### src/verilog/ie_types_pkg.sv
package ie_types_pkg;

    // what writeback reports alongside ie_valid
    typedef enum logic [1:0] {
        IE_CAUSE_NONE       = 2'd0,
        IE_CAUSE_PROTECTION = 2'd1,
        IE_CAUSE_PAGE_FAULT = 2'd2,
        IE_CAUSE_INTERRUPT  = 2'd3
    } ie_cause_e;

    // idt slot numbers, gate sits at base + 8 * vector
    localparam logic [31:0] VEC_PROTECTION = 32'd13;
    localparam logic [31:0] VEC_PAGE_FAULT = 32'd14;
    localparam logic [31:0] VEC_INTERRUPT  = 32'd15;

    typedef enum logic [3:0] {
        IE_IDLE        = 4'd0,
        IE_SETUP       = 4'd1,
        IE_PUSH_CS     = 4'd2,
        IE_PUSH_EIP    = 4'd3,
        IE_PUSH_EFLAGS = 4'd4,
        IE_LOAD_LO     = 4'd5,
        IE_LOAD_HI     = 4'd6,
        IE_XCHG        = 4'd7,
        IE_SAR         = 4'd8,
        IE_MOV_CS      = 4'd9,
        IE_JUMP        = 4'd10,
        IE_IN_ISR      = 4'd11,
        IE_RET_FLUSH   = 4'd12,
        IE_POP_EFLAGS  = 4'd13,
        IE_RET_FAR     = 4'd14
    } ie_state_e;

    // architectural state of the faulting instruction
    typedef struct packed {
        logic [31:0] eip;
        logic [17:0] eflags;
        logic [15:0] cs;
    } wb_state_t;

    typedef struct packed {
        logic flush_pipe;
        logic ptc_clear;
        logic ld_eip;
        logic is_pop_eflags;
        logic servicing;
        logic switching;
    } ie_ctrl_t;

endpackage

### src/verilog/x86_inject_pkg.sv
package x86_inject_pkg;

    // first instruction byte lives in bytes[127:120]
    typedef struct packed {
        logic [127:0] bytes;
        logic         valid;
    } fetch_packet_t;

    typedef enum logic [3:0] {
        SEL_PUSH_CS     = 4'd0,
        SEL_PUSH_EIP    = 4'd1,
        SEL_PUSH_EFLAGS = 4'd2,
        SEL_LOAD_LO     = 4'd3,
        SEL_LOAD_HI     = 4'd4,
        SEL_XCHG        = 4'd5,
        SEL_SAR         = 4'd6,
        SEL_MOV_CS      = 4'd7,
        SEL_JMP         = 4'd8,
        SEL_POP_EFLAGS  = 4'd9,
        SEL_RETF        = 4'd10
    } inject_sel_e;

    localparam logic [7:0]  OP_PUSH_IMM32  = 8'h68;
    // mov ebp / edi from a 32-bit absolute address
    localparam logic [23:0] OP_MOV_EBP_MEM = 24'h668b2e;
    localparam logic [23:0] OP_MOV_EDI_MEM = 24'h668b3e;
    localparam logic [15:0] OP_XCHG        = 16'h87fd;
    localparam logic [31:0] OP_SAR         = 32'h66c1fd04;
    localparam logic [15:0] OP_MOV_CS      = 16'h8ecd;
    localparam logic [23:0] OP_JMP         = 24'h66ffe7;
    // pop into ebp, decode treats it as an eflags load
    localparam logic [15:0] OP_POP         = 16'h665d;
    localparam logic [7:0]  OP_RETF        = 8'hcb;

    // immediates are stored little endian in the byte stream
    function automatic logic [31:0] byte_swap32(input logic [31:0] value);
        return {value[7:0], value[15:8], value[23:16], value[31:24]};
    endfunction

endpackage
### src/verilog/fetch_select.sv
module fetch_select (
    input  logic                          clk,
    input  logic                          arst_n,
    input  logic                          inject_active,
    input  logic                          invalidate_fetch,
    input  logic                          rrag_stall,
    input  x86_inject_pkg::fetch_packet_t inject_packet,
    input  x86_inject_pkg::fetch_packet_t ibuf_packet,
    output x86_inject_pkg::fetch_packet_t fetch_packet
);

    import x86_inject_pkg::*;

    fetch_packet_t chosen;

    assign chosen = inject_active ? inject_packet : ibuf_packet;

    // stall wins, then the blanking after the final switch
    always_ff @(posedge clk or negedge arst_n) begin
        if (!arst_n) begin
            fetch_packet <= '0;
        end else if (!rrag_stall) begin
            if (invalidate_fetch) begin
                fetch_packet.bytes <= chosen.bytes;
                fetch_packet.valid <= 1'b0;
            end else begin
                fetch_packet <= chosen;
            end
        end
    end

endmodule

### src/verilog/idtr_regs.sv
module idtr_regs #(
    parameter int ADDR_W = 4
) (
    input  logic              clk,
    input  logic              arst_n,
    input  logic              cfg_we,
    input  logic [ADDR_W-1:0] cfg_addr,
    input  logic [31:0]       cfg_wdata,
    output logic [31:0]       idtr_base,
    output logic              unit_enable
);

    localparam logic [ADDR_W-1:0] ADDR_BASE   = ADDR_W'(0);
    localparam logic [ADDR_W-1:0] ADDR_ENABLE = ADDR_W'(1);

    logic wr_base;
    logic wr_enable;

    assign wr_base   = cfg_we && (cfg_addr == ADDR_BASE);
    assign wr_enable = cfg_we && (cfg_addr == ADDR_ENABLE);

    // gates are 8 bytes, keep the table aligned
    always_ff @(posedge clk or negedge arst_n) begin
        if (!arst_n) begin
            idtr_base <= '0;
        end else if (wr_base) begin
            idtr_base <= {cfg_wdata[31:3], 3'b000};
        end
    end

    always_ff @(posedge clk or negedge arst_n) begin
        if (!arst_n) begin
            unit_enable <= 1'b0;
        end else if (wr_enable) begin
            unit_enable <= cfg_wdata[0];
        end
    end

endmodule

### src/verilog/ie_packet_builder.sv
module ie_packet_builder (
    input  logic                         clk,
    input  logic                         arst_n,
    input  logic                         ld_info,
    input  ie_types_pkg::ie_cause_e      ie_cause,
    input  logic [31:0]                  idtr_base,
    input  ie_types_pkg::wb_state_t      wb_state,
    input  x86_inject_pkg::inject_sel_e  inject_sel,
    output x86_inject_pkg::fetch_packet_t inject_packet
);

    import ie_types_pkg::*;
    import x86_inject_pkg::*;

    logic [31:0] vector;
    logic [31:0] gate_addr;
    logic [31:0] gate_addr_hi;

    logic [31:0] eip_q;
    logic [31:0] eflags_q;
    logic [31:0] cs_q;
    logic [31:0] gate_q;
    logic [31:0] gate_hi_q;

    always_comb begin
        case (ie_cause)
            IE_CAUSE_PROTECTION: vector = VEC_PROTECTION;
            IE_CAUSE_PAGE_FAULT: vector = VEC_PAGE_FAULT;
            IE_CAUSE_INTERRUPT:  vector = VEC_INTERRUPT;
            default:             vector = '0;
        endcase
    end

    // 8 bytes per gate
    assign gate_addr    = idtr_base + {vector[28:0], 3'b000};
    assign gate_addr_hi = gate_addr + 32'd4;

    always_ff @(posedge clk or negedge arst_n) begin
        if (!arst_n) begin
            eip_q     <= '0;
            eflags_q  <= '0;
            cs_q      <= '0;
            gate_q    <= '0;
            gate_hi_q <= '0;
        end else if (ld_info) begin
            eip_q     <= wb_state.eip;
            eflags_q  <= {14'b0, wb_state.eflags};
            cs_q      <= {16'b0, wb_state.cs};
            gate_q    <= gate_addr;
            gate_hi_q <= gate_addr_hi;
        end
    end

    // opcode first, then the swapped immediate, zero fill to 16 bytes
    always_comb begin
        inject_packet.valid = 1'b1;
        case (inject_sel)
            SEL_PUSH_CS:
                inject_packet.bytes = {OP_PUSH_IMM32, byte_swap32(cs_q), 88'h0};
            SEL_PUSH_EIP:
                inject_packet.bytes = {OP_PUSH_IMM32, byte_swap32(eip_q), 88'h0};
            SEL_PUSH_EFLAGS:
                inject_packet.bytes = {OP_PUSH_IMM32, byte_swap32(eflags_q), 88'h0};
            SEL_LOAD_LO:
                inject_packet.bytes = {OP_MOV_EBP_MEM, byte_swap32(gate_q), 72'h0};
            SEL_LOAD_HI:
                inject_packet.bytes = {OP_MOV_EDI_MEM, byte_swap32(gate_hi_q), 72'h0};
            SEL_XCHG:
                inject_packet.bytes = {OP_XCHG, 112'h0};
            SEL_SAR:
                inject_packet.bytes = {OP_SAR, 96'h0};
            SEL_MOV_CS:
                inject_packet.bytes = {OP_MOV_CS, 112'h0};
            SEL_JMP:
                inject_packet.bytes = {OP_JMP, 104'h0};
            SEL_POP_EFLAGS:
                inject_packet.bytes = {OP_POP, 112'h0};
            SEL_RETF:
                inject_packet.bytes = {OP_RETF, 120'h0};
            default:
                inject_packet.bytes = '0;
        endcase
    end

    // writeback must name a real cause whenever the sequencer captures
    a_ld_info_has_cause : assert property (
        @(posedge clk) disable iff (!arst_n)
        ld_info |-> (ie_cause != IE_CAUSE_NONE)
    );

endmodule

### src/verilog/ie_sequencer.sv
module ie_sequencer (
    input  logic                       clk,
    input  logic                       arst_n,
    input  logic                       unit_enable,
    input  logic                       ie_valid,
    input  logic                       iretd_wb,
    input  logic                       final_switch_wb,
    input  logic                       rrag_stall,
    output logic                       ld_info,
    output x86_inject_pkg::inject_sel_e inject_sel,
    output logic                       inject_active,
    output logic                       invalidate_fetch,
    output ie_types_pkg::ie_ctrl_t     ctrl
);

    import ie_types_pkg::*;
    import x86_inject_pkg::*;

    ie_state_e state;
    ie_state_e state_nxt;
    logic      step;
    logic      in_final;
    logic      final_issued;

    // injected states only advance when rename/alloc can take the packet
    assign step = !rrag_stall;

    assign ld_info = (state == IE_IDLE) && ie_valid && unit_enable;

    always_comb begin
        state_nxt = state;
        case (state)
            IE_IDLE:        if (ld_info) state_nxt = IE_SETUP;
            IE_SETUP:       if (step) state_nxt = IE_PUSH_CS;
            IE_PUSH_CS:     if (step) state_nxt = IE_PUSH_EIP;
            IE_PUSH_EIP:    if (step) state_nxt = IE_PUSH_EFLAGS;
            IE_PUSH_EFLAGS: if (step) state_nxt = IE_LOAD_LO;
            IE_LOAD_LO:     if (step) state_nxt = IE_LOAD_HI;
            IE_LOAD_HI:     if (step) state_nxt = IE_XCHG;
            IE_XCHG:        if (step) state_nxt = IE_SAR;
            IE_SAR:         if (step) state_nxt = IE_MOV_CS;
            IE_MOV_CS:      if (step) state_nxt = IE_JUMP;
            // the retire strobe is a single pulse, never let a stall swallow it
            IE_JUMP:        if (final_switch_wb) state_nxt = IE_IN_ISR;
            IE_IN_ISR:      if (iretd_wb) state_nxt = IE_RET_FLUSH;
            IE_RET_FLUSH:   if (step) state_nxt = IE_POP_EFLAGS;
            IE_POP_EFLAGS:  if (step) state_nxt = IE_RET_FAR;
            IE_RET_FAR:     if (final_switch_wb) state_nxt = IE_IDLE;
            default:        state_nxt = IE_IDLE;
        endcase
    end

    always_ff @(posedge clk or negedge arst_n) begin
        if (!arst_n) begin
            state <= IE_IDLE;
        end else begin
            state <= state_nxt;
        end
    end

    // jump / far return go out once, then fetch is blanked until retire
    assign in_final = (state == IE_JUMP) || (state == IE_RET_FAR);

    always_ff @(posedge clk or negedge arst_n) begin
        if (!arst_n) begin
            final_issued <= 1'b0;
        end else if (!in_final) begin
            final_issued <= 1'b0;
        end else if (step) begin
            final_issued <= 1'b1;
        end
    end

    assign invalidate_fetch = in_final && final_issued;

    always_comb begin
        inject_sel    = SEL_PUSH_CS;
        inject_active = 1'b1;
        case (state)
            IE_PUSH_CS:     inject_sel = SEL_PUSH_CS;
            IE_PUSH_EIP:    inject_sel = SEL_PUSH_EIP;
            IE_PUSH_EFLAGS: inject_sel = SEL_PUSH_EFLAGS;
            IE_LOAD_LO:     inject_sel = SEL_LOAD_LO;
            IE_LOAD_HI:     inject_sel = SEL_LOAD_HI;
            IE_XCHG:        inject_sel = SEL_XCHG;
            IE_SAR:         inject_sel = SEL_SAR;
            IE_MOV_CS:      inject_sel = SEL_MOV_CS;
            IE_JUMP:        inject_sel = SEL_JMP;
            IE_POP_EFLAGS:  inject_sel = SEL_POP_EFLAGS;
            IE_RET_FAR:     inject_sel = SEL_RETF;
            // idle, isr and the flush cycles let the instruction buffer through
            default:        inject_active = 1'b0;
        endcase
    end

    always_comb begin
        ctrl.flush_pipe    = (state == IE_SETUP) || (state == IE_RET_FLUSH);
        ctrl.ptc_clear     = ctrl.flush_pipe;
        ctrl.ld_eip        = (state == IE_IDLE) || in_final;
        ctrl.is_pop_eflags = (state == IE_POP_EFLAGS);
        ctrl.servicing     = (state != IE_IDLE) && (state != IE_SETUP);
        ctrl.switching     = (state != IE_IDLE) && (state != IE_IN_ISR);
    end

    // writeback can only retire the jump or far return after it went out
    a_final_after_issue : assert property (
        @(posedge clk) disable iff (!arst_n)
        final_switch_wb |-> invalidate_fetch
    );

    // only injected packets are in flight while the sequence runs
    a_no_iretd_while_injecting : assert property (
        @(posedge clk) disable iff (!arst_n)
        iretd_wb |-> !inject_active
    );

endmodule

### src/verilog/ie_unit_top.sv
module ie_unit_top #(
    parameter int ADDR_W = 4
) (
    input  logic                          clk,
    input  logic                          arst_n,
    input  logic                          cfg_we,
    input  logic [ADDR_W-1:0]             cfg_addr,
    input  logic [31:0]                   cfg_wdata,
    input  logic                          ie_valid,
    input  ie_types_pkg::ie_cause_e       ie_cause,
    input  ie_types_pkg::wb_state_t       wb_state,
    input  logic                          iretd_wb,
    input  logic                          final_switch_wb,
    input  logic                          rrag_stall,
    input  x86_inject_pkg::fetch_packet_t ibuf_packet,
    output x86_inject_pkg::fetch_packet_t fetch_packet,
    output ie_types_pkg::ie_ctrl_t        ctrl
);

    import x86_inject_pkg::*;

    logic [31:0]   idtr_base;
    logic          unit_enable;
    logic          ld_info;
    inject_sel_e   inject_sel;
    logic          inject_active;
    logic          invalidate_fetch;
    fetch_packet_t inject_packet;

    idtr_regs #(
        .ADDR_W (ADDR_W)
    ) i_idtr_regs (
        .clk         (clk),
        .arst_n      (arst_n),
        .cfg_we      (cfg_we),
        .cfg_addr    (cfg_addr),
        .cfg_wdata   (cfg_wdata),
        .idtr_base   (idtr_base),
        .unit_enable (unit_enable)
    );

    ie_sequencer i_ie_sequencer (
        .clk              (clk),
        .arst_n           (arst_n),
        .unit_enable      (unit_enable),
        .ie_valid         (ie_valid),
        .iretd_wb         (iretd_wb),
        .final_switch_wb  (final_switch_wb),
        .rrag_stall       (rrag_stall),
        .ld_info          (ld_info),
        .inject_sel       (inject_sel),
        .inject_active    (inject_active),
        .invalidate_fetch (invalidate_fetch),
        .ctrl             (ctrl)
    );

    ie_packet_builder i_ie_packet_builder (
        .clk           (clk),
        .arst_n        (arst_n),
        .ld_info       (ld_info),
        .ie_cause      (ie_cause),
        .idtr_base     (idtr_base),
        .wb_state      (wb_state),
        .inject_sel    (inject_sel),
        .inject_packet (inject_packet)
    );

    fetch_select i_fetch_select (
        .clk              (clk),
        .arst_n           (arst_n),
        .inject_active    (inject_active),
        .invalidate_fetch (invalidate_fetch),
        .rrag_stall       (rrag_stall),
        .inject_packet    (inject_packet),
        .ibuf_packet      (ibuf_packet),
        .fetch_packet     (fetch_packet)
    );

endmodule

### config.mk
export PLATFORM = sky130hd
export DESIGN_NAME = ie_unit_top
export DESIGN_NICKNAME = d
export VERILOG_FILES = /design/src/verilog/ie_types_pkg.sv /design/src/verilog/x86_inject_pkg.sv /design/src/verilog/fetch_select.sv /design/src/verilog/idtr_regs.sv /design/src/verilog/ie_packet_builder.sv /design/src/verilog/ie_sequencer.sv /design/src/verilog/ie_unit_top.sv
export SDC_FILE = /design/constraint.sdc
export NUM_CORES = 1
export LEC_CHECK = 0
export BUFFER_PORTS_ARGS = -buffer_cell sky130_fd_sc_hd__buf_2
export CAP_MARGIN = 10
export CORE_UTILIZATION = 52
export DETAILED_ROUTE_END_ITERATION = 7
export GPL_TIMING_DRIVEN = 0
export PLACE_DENSITY_LB_ADDON = 0.12
export SYNTH_ARGS = -nofsm -noshare
export SYNTH_HDL_FRONTEND = slang
export SYNTH_SLANG_ARGS = --single-unit
### constraint.sdc
create_clock -name clk -period 2.9 [get_ports clk]
set_clock_uncertainty 0.2 [all_clocks]
set_input_delay 0.58 -clock clk [delete_from_list [all_inputs] [get_ports clk]]
set_output_delay 0.58 -clock clk [all_outputs]
set_load 0.01 [all_outputs]
# Word level (Yosys, flattened, before mapping)

Cells that the tools add are included.

Flip-flop bits (word level): 294
Latch bits: 0
Bits in writable memories: 0
Bits in read-only memories: 0
Bits of input ports: 240
Output and inout bits: 135
Logic and storage cells: 99
Memories kept: 0

Add/subtract/negate cells: 2
Multipliers: 0
Divide/modulo/power cells: 0
Magnitude comparators: 0
Equality and inequality tests: 46
Shifts and indexed selects: 0
Muxes and demuxes: 24
Bitwise operators: 0
Reductions and logical operators: 16

Operator list:

| operator              | count |
|---|---|
| $pmux 128 s11         | 1 |
| $mux 129              | 1 |
| $mux 4                | 15 |
| $pmux 4 s15           | 1 |
| $eq 4x4->1 const B    | 10 |
| $pmux 4 s10           | 1 |
| $add 32x3->32 const B | 1 |
| $add 32x7->32         | 1 |
| $eq 4x3->1 const B    | 8 |
| $ne 2x2->1 const B    | 15 |
| $eq 4x2->1 const B    | 4 |
| $reduce_and 15->1     | 1 |
| $eq 4x1->1 const B    | 3 |
| $logic_not 4->1       | 3 |
| $pmux 4 s3            | 1 |
| $reduce_or 11->1      | 1 |
| $logic_and 1x1->1     | 7 |
| $eq 2x2->1 const B    | 2 |
| $mux 1                | 4 |
| $ne 4x1->1 const B    | 1 |
| $ne 4x4->1 const B    | 1 |
| $reduce_bool 4->1     | 1 |
| $logic_or 1x1->1      | 3 |
| $eq 2x1->1 const B    | 1 |
| $ne 2x1->1 const B    | 1 |

# Longest topological paths before layout

Gate-level depths: netlist (run 1).

Depth in word-level cells: 6
Gate-level depth with buffers: 10

# By module

Synthesis (run 1) repeated with hierarchy kept, for this count alone.

Cell total of the unflattened synthesis: 1504
Area total of the unflattened synthesis: 15572.4 um^2

Modules (own cells, without submodules):

| module            | times used | cells each | area each (um^2) | sequential area each (um^2) |
|---|---|---|---|---|
| ie_packet_builder | 1          | 814        | 7917.6           | 3203.1 |
| fetch_select      | 1          | 560        | 6004.5           | 3228.1 |
| idtr_regs         | 1          | 70         | 1174.9           | 750.7 |
| ie_sequencer      | 1          | 60         | 475.5            | 125.1 |

# Worst setup path before layout (run 1)

OpenSTA, ideal clock, no wires.

Kind: register to output
From: register i_ie_sequencer.state[3]
To: output port ctrl[5] (netlist name)
Arrival: 1.776 ns
Data required time: 2.120 ns
Slack: 0.344 ns
Stages on the path, launching flop included: 8
Buffers on the path: 5
Cell sequence: dfrtp_1 > buf_4 > clkbuf_1 > buf_2 > clkbuf_1 > or3_1 > a21oi_1 > buf_4

RTL lines:

| item                   | RTL line           | RTL |
|---|---|---|
| from (decl)            | ie_sequencer.sv:19 | `ie_state_e state;` |
| from (signal assigned) | ie_sequencer.sv:57 | `state <= state_nxt;` |
| to (decl)              | ie_unit_top.sv:17  | `output ie_types_pkg::ie_ctrl_t ctrl` |

==> metrics.yaml, run 1 <==
power_and_ir_drop:
  switchingPower_w: 0.006509
  power.density_nw_per_um2: 1070
  seqPwrFrac_pct: 36.1
  comb_power_share_pct: 39.5
  power.share.clock_pct: 24.4
  swShare_pct: 39.14
  leakage_nw: 7.821
  total_power_w: 0.01663
  internal_power_w: 0.01012
  irDropWorstVdd_mv: 0.5472
place:
  place_congestion: 0.9470
  dp_hpwl_um: 29480
  port_buffers: 371
yosys:
  synth_fp_nets: 1555
  synth.most_common_cell: "nand2_1"
  seq_area_frac_synth_pct: 54.19
  synth_common_cells: "442 x nand2_1, 260 x dfrtp_1, 98 x o21ai_0"
  synthCells: 1310
  syn_area_sq_um: 12010
  yosys.area.top_type: "dfrtp_1"
  ys_ff_latch: 260
  ys_async_sr_fraction_pct: 100.0
  yosys.cell_types.count: 64
  synth_warnings: 0
  syn_avg_cell_area_sq_um: 9.165
  synthTopCellsByArea: "dfrtp_1 54%, nand2_1 14%, o21ai_0 4.1%, mux2_2 2.5%, o21ai_1 2.5%"
  synthFlopType: "dfrtp_1"
  synth_edf_count: 0
  synth_top_area_share_pct: 54.19
floorplan:
  io_pins: 375
  start_util_pct: 53.03
  core_sq_um: 22640
  die-area_sq_um: 23700
  die_w_um: 154.0
  core.rowCount: 55
  dieHeight_um: 154.0
clock_network:
  worstSkewPairLatency_ps: 570
  clk_pin_slew_ps: 60
  cts.sinks: 260
  root_buffer: "clkbuf_16"
  cts_max_path_buffers: 3
  cts_tree: "done"
  cts_buffers: 28
  htree_levels: 1
critical_path:
  critPathSlowestCell: "dfrtp_1"
  r2r_slack_ps: 250
  cp_cell_sequence: "buf_6, buf_6, clkbuf_8, or3_4, a21oi_4, buf_2"
  cp.arrival_ps: 2080
  crit_fanout: 10
  cp-start-kind: "flop"
  required_ps: 2120
  critPathKind: "reg2out"
  crit_top_cell: "buf_6"
  cp-end-kind: "output pin"
  worst_path_largest_cell_delay_ps: 370
hold_path:
  hold_class: "in2reg"
timing:
  worstMarginPinSlew_ps: 839.3
  fin_setup_tns_ps: 0
  finalHoldViolations: 0
  clock.fmax_mhz: 350.1
  fin_crit_sh_pct: 98.49
  slew-limit-headroom_pct: 43.53
  setup_violations: 0
  rsz0062_at_grt: "true"
  drv_slew: 0
  post-route-min-period_ps: 2856
detailed_routing:
  vias_per_cell: 5.506
  vias: 11230
  routed_wl_um: 39090
  drtPass1Iterations: 8
  ant_nets: 0
  route.detailed.drc: 0
  drtIter0Drc: 839
  wire_per_inst_um: 19.17
global_route:
  grt_max_degree: 126
  antenna_found_initial: 12
  grt_pass1_wl_um: 60530
  grt_pass1_vias: 10840
  grt_overflow: 0
  track_usage_pct: 33.08
finish:
  areaGrowthSynthToFinish_pct: 29.47
  drive_gt1_share_pct: 29.45
  nNetsFinal: 1965
  fillCellCount: 1987
run:
  drv_cap: 0
status:
  status: "complete, no violations"
logic make-up after synthesis:
group | Yosys count | synth area share (%)
AND/OR/NAND/NOR | 566 | 19.84
AO/OA/AOI/OAI | 293 | 15.38
flip-flops | 260 | 54.19
buffers and inverters | 119 | 4.408
multiplexers | 41 | 3.699
XOR/XNOR | 26 | 1.897
adder cells (fa/ha/maj) | 5 | 0.5836
power groups by stage:
| stage | combinational, W | clock, W | sequential (W) |
|---|---|---|---|
| after floorplan | 0.00363 | 0 | 0.00612 |
| after global placement | 0.00629 | 0 | 0.00596 |
| after detailed placement | 0.00641 | 0 | 0.00601 |
| after CTS | 0.00651 | 0.00410 | 0.00597 |
| after global routing | 0.00719 | 0.00424 | 0.00614 |
| final | 0.00657 | 0.00406 | 0.00600 |
area by class of cell:
cell class	count	area (sq um)	area share (%)
Antenna cell	12	30.03	0.1932
Buffer	89	444.2	2.857
Clock buffer	39	842.1	5.417
Clock inverter	13	242.7	1.561
Inverter	25	97.59	0.6278
Multi-Input combinational cell	931	4990	32.10
Sequential cell	260	6507	41.86
Tap cell	285	356.6	2.294
Timing Repair Buffer	385	2034	13.09
metrics by stage:
step	worst slack, ps	util (%)	hold WS [ps]	instance area [sq um]	cells
floorplan	343.6	-	84.41	12010	1310
global placement	-3636	62.81	255.3	14220	1966
detailed placement	-157.8	63.09	213.2	14290	1968
CTS	29.30	68.52	0.2343	15510	2027
global route	2.242	68.66	8.438	15540	2039
finish	43.91	68.66	9.319	15540	2039
per-layer routing:
layer | wire, um | GRT usage [%]
met1 | 16310 | 45.30
met2 | 18420 | 53.12
met3 | 3235 | 5.806
met4 | 1127 | 11.81
met5 | 0 | 0
final timing paths:
check,endpoint,cells past startpoint,startpoint
setup / recovery,ctrl[5],6,i_ie_sequencer.state[3]$_DFFE_PN0P_
hold / removal,i_ie_packet_builder.eip_q[22]$_DFFE_PN0P_,3,wb_state[56]
setup reg to reg,i_fetch_select.fetch_packet[108]$_DFFE_PN0N_,7,i_ie_sequencer.state[2]$_DFFE_PN0P_
hold reg to reg,i_ie_packet_builder.eip_q[14]$_DFFE_PN0P_,2,i_ie_packet_builder.eip_q[14]$_DFFE_PN0P_
max in group asynchronous,i_ie_packet_builder.eip_q[8]$_DFFE_PN0P_,3,arst_n
min in group asynchronous,i_fetch_select.fetch_packet[54]$_DFFE_PN0N_,2,arst_n
layout by cell type, fill, tap and decap left out, drive strengths merged, types with 5 or more instances in the layout:
master         n
a22oi         21
mux2          27
o31ai         15
nor2          42
a21oi         35
nand3         18
o211ai         8
dfrtp        260
o221ai         5
clkbuf        94
inv           23
a222oi        13
clkinv         7
xor2          22
mux2i         14
o2bb2ai        5
nand4         10
and3           5
o21ai        157
nand2        443
dlygate4sd3    9
nand2b        14
buf          410
nor2b         12
diode         12
a22o           8
bufinv         6
flip-flops by register name, summed over array words and instances, names as in the netlist:
name	cells
i_fetch_select.fetch_packet	129
i_ie_packet_builder.eip_q	32
i_idtr_regs.idtr_base	29
i_ie_packet_builder.gate_q	28
i_ie_packet_builder.eflags_q	18
i_ie_packet_builder.cs_q	16
i_ie_sequencer.state	4
i_ie_packet_builder.gate_hi_q	2
i_idtr_regs.unit_enable	1
i_ie_sequencer.final_issued	1
critical path: cells and delay by family (launching register included):
kind,cells,cell delay [ps]
buffers and inverters,4,580
flip-flops,1,370
AND/OR/NAND/NOR,1,340
AO/OA/AOI/OAI,1,210
repair_timing:
action | 4_1_cts | 5_1_grt
pin swaps | 1 | 0
hold buffers | 9 | 0
resized for setup | 16 | 3
endpoints found under the hold margin | 21 | 0
setup buffers | 3 | 0
setup endpoints to repair | 5 | 4
Power figures use the tool's default switching activity.
==> run 2: changes to the inputs <==
- CORE_MARGIN: unset -> 2
- SETUP_SLACK_MARGIN: unset -> 0.15
==> metrics.yaml, run 2 (same netlist as run 1, synthesis figures left out) <==
timing:
  fin_setup_tns_ps: -60.47  # was 0 ps
  rsz0062_at_grt: "true"  # unchanged
  setup_violations: 2  # was 0
  clock.fmax_mhz: 338.9  # was 350.1 MHz
  post-route-min-period_ps: 2950  # was 2856 ps
  fin_crit_sh_pct: 101.7  # was 98.49%
  slew-limit-headroom_pct: 45.81  # was 43.53%
  worstMarginPinSlew_ps: 805.5  # was 839.3 ps
  drv_slew: 0  # unchanged
  finalHoldViolations: 0  # unchanged
  setup_slack_ps: -50.29  # was 43.91 ps
power_and_ir_drop:
  seqPwrFrac_pct: 36.8  # was 36.1%
  power.density_nw_per_um2: 1053  # was 1070 nW/um^2
  internal_power_w: 0.009781  # was 0.01012 W
  irDropWorstVdd_mv: 0.5276  # was 0.5472 mV
  switchingPower_w: 0.006498  # was 0.006509 W
  comb_power_share_pct: 41.1  # was 39.5%
  power.share.clock_pct: 22.1  # was 24.4%
  leakage_nw: 7.790  # was 7.821 nW
  total_power_w: 0.01628  # was 0.01663 W
  swShare_pct: 39.92  # was 39.14%
detailed_routing:
  vias: 11170  # was 11,230
  routed_wl_um: 39010  # was 39,090 um
  wire_per_inst_um: 19.11  # was 19.17 um
  route.detailed.drc: 2  # was 0
  ant_nets: 0  # unchanged
  drtIter0Drc: 1014  # was 839
  drtPass1Iterations: 8  # unchanged
  vias_per_cell: 5.473  # was 5.506
critical_path:
  crit_buf_inv: 6  # was 4
  r2r_end: "i_ie_packet_builder.gate_q[30]$_DFFE_PN0P_"  # was i_fetch_select.fetch_packet[108]$_DFFE_PN0N_
  critPathKind: "reg2out"  # unchanged
  r2r-start: "i_ie_sequencer.state[3]$_DFFE_PN0P_"  # was i_ie_sequencer.state[2]$_DFFE_PN0P_
  cp.depth: 8  # was 6
  crit_top_cell: "buf_6"  # unchanged
  r2r_slack_ps: 290  # was 250 ps
  required_ps: 2120  # about the same
  cp-start-kind: "flop"  # unchanged
  crit_start: "i_ie_sequencer.state[3]$_DFFE_PN0P_"  # unchanged
  cp-end-kind: "output pin"  # unchanged
  worst_path_largest_cell_delay_ps: 370  # about the same
  r2r_cells: 8  # was 7
  critPathSlowestCell: "dfrtp_1"  # unchanged
  cp.arrival_ps: 2170  # was 2080 ps
  cp_top_family: "buffers and inverters"  # unchanged
  endpoint: "ctrl[5]"  # unchanged
  crit_fanout: 2  # was 10
  cp_cell_sequence: "buf_6, clkbuf_16, buf_8, clkbuf_16, or3_4, a21oi_4, buf_6, buf_6"  # was buf_6, buf_6, clkbuf_8, or3_4, a21oi_4, buf_2
floorplan:
  dieHeight_um: 156.0  # was 154.0 um
  die_w_um: 156.0  # was 154.0 um
  io_pins: 375  # unchanged
  die-area_sq_um: 24320  # was 23,700 sq um
  core.rowCount: 55  # unchanged
  start_util_pct: 53.03  # unchanged
  core_sq_um: 22640  # unchanged
finish:
  largest_register_ffs: 129  # unchanged
  layout_commonest_cell: "nand2_1"  # unchanged
  stdcell_area_sq_um: 15460  # was 15,540 sq um
  drive_gt1_share_pct: 29.55  # was 29.45%
  final_cell_mix: "442 x nand2_1, 386 x buf_2, 259 x dfrtp_1"  # was 442 x nand2_1, 390 x buf_2, 259 x dfrtp_1
  largest_register: "i_fetch_select.fetch_packet"  # unchanged
  areaGrowthSynthToFinish_pct: 28.76  # was 29.47%
  final_util_pct: 68.28  # was 68.66%
  fillCellCount: 1910  # was 1,987
  largestRegisters: "i_fetch_select.fetch_packet: 129 flops, i_ie_packet_builder.eip_q: 32 flops, i_idtr_regs.idtr_base: 29 flops"  # unchanged
  seq_area_sq_um: 6507  # unchanged
  nNetsFinal: 1967  # was 1,965
  multi_input_area_sq_um: 4997  # was 4990 sq um
place:
  place_area_sq_um: 14290  # unchanged
  place_congestion: 0.9551  # was 0.9470
  post-place-ws_ps: -138.1  # was -157.8 ps
  port_buffers: 371  # unchanged
  dp_hpwl_um: 29520  # was 29,480 um
clock_network:
  cts_buffers: 29  # was 28
  cts_max_path_buffers: 3  # unchanged
  cts_tree: "done"  # unchanged
  cts.sinks: 260  # unchanged
  clk_pin_slew_ps: 60  # about the same
  htree_levels: 1  # unchanged
  root_buffer: "clkbuf_16"  # unchanged
  worstSkewPairLatency_ps: 560  # was 570 ps
global_route:
  antenna_found_initial: 13  # was 12
  grt_max_degree: 111  # was 126
  grt_pass1_vias: 10790  # was 10,840
  track_usage_pct: 31.79  # was 33.08%
  grt_pass1_wl_um: 60050  # was 60,530 um
  grt_overflow: 0  # unchanged
status:
  violations: "design-rule violations, negative setup slack"
  status: "finished, violations left"  # was complete, no violations
run:
  drv_cap: 0  # unchanged
hold_path:
  hold_class: "in2reg"  # unchanged
-- run 2: changes by cell type in the layout (fill, tap and decap cells not counted), sizes merged --
cell and delta:
clkinvlp -2, diode +1, clkbuf +13, buf +1
dlygate4sd3 -5, inv +2, clkinv -2, bufinv -6
-- run 2: how the worst min path moves through the flow --
stage	start	end	slack [ps]	depth (start not counted)
3_5_place_dp	i_ie_packet_builder.eip_q[14]$_DFFE_PN0P_	i_ie_packet_builder.eip_q[14]$_DFFE_PN0P_	260	2
6_report	wb_state[36]	i_ie_packet_builder.eip_q[2]$_DFFE_PN0P_	7	3
3_3_place_gp	i_ie_packet_builder.eip_q[14]$_DFFE_PN0P_	i_ie_packet_builder.eip_q[14]$_DFFE_PN0P_	260	2
5_1_grt	wb_state[63]	i_ie_packet_builder.eip_q[29]$_DFFE_PN0P_	8	3
4_1_cts	wb_state[36]	i_ie_packet_builder.eip_q[2]$_DFFE_PN0P_	0.04	3
2_1_floorplan	arst_n	i_fetch_select.fetch_packet[0]$_DFFE_PN0N_	80	0
-- run 2: worst reg2reg max path, stage by stage (launching register included) --
cell and delay, ps:
dfrtp_1 370, buf_6 120, buf_4 170, nor2_2 260, nand4_1 420, clkbuf_1 410, clkbuf_1 320, nand2_1 120
o21ai_0 80
-- run 2: through the flow --
stage | cells | hold slack (ps)
3_5_place_dp | 1968 | 256.2
4_1_cts | 2028 | 0.04019
3_3_place_gp | 1966 | 256.6
2_1_floorplan | 1310 | 84.41
5_1_grt | 2039 | 7.729
6_report | 2041 | 7.472
-- run 2: per-layer routing --
metal / vias up / share of wire [%] / GRT usage [%]
met5: - / 0.028 / 0
met4: 2 / 4.0 / 12.28
met3: 95 / 8.9 / 6.750
met2: 518 / 45 / 50.00
met1: 5272 / 42 / 43.57
li1: 5284 / - / -
-- run 2: cell type report --
type	count	share of cell area (%)
tap	285	2.307
inverter	25	0.6070
multi-input combinational	931	32.32
clock inverter	5	0.2590
clock buffer	47	5.843
buffer	93	3.383
antenna	13	0.2104
timing repair buffer	382	12.97
sequential	260	42.09
-- run 2: power groups by stage --
stage / Sequential (W) / Combinational [W] / Clock [W]
final: 0.00599 / 0.00669 / 0.00359
after floorplan: 0.00612 / 0.00363 / 0
after global routing: 0.00613 / 0.00738 / 0.00380
after detailed placement: 0.00601 / 0.00641 / 0
after CTS: 0.00595 / 0.00664 / 0.00364
after global placement: 0.00596 / 0.00629 / 0
-- run 2: timing repair --
item                                   CTS  global route
gates resized for setup                 31             4
buffers inserted                         5             0
pin swaps                                1             1
endpoints found under the hold margin   46             0
hold buffers                             4             0
setup endpoints to repair                5             5
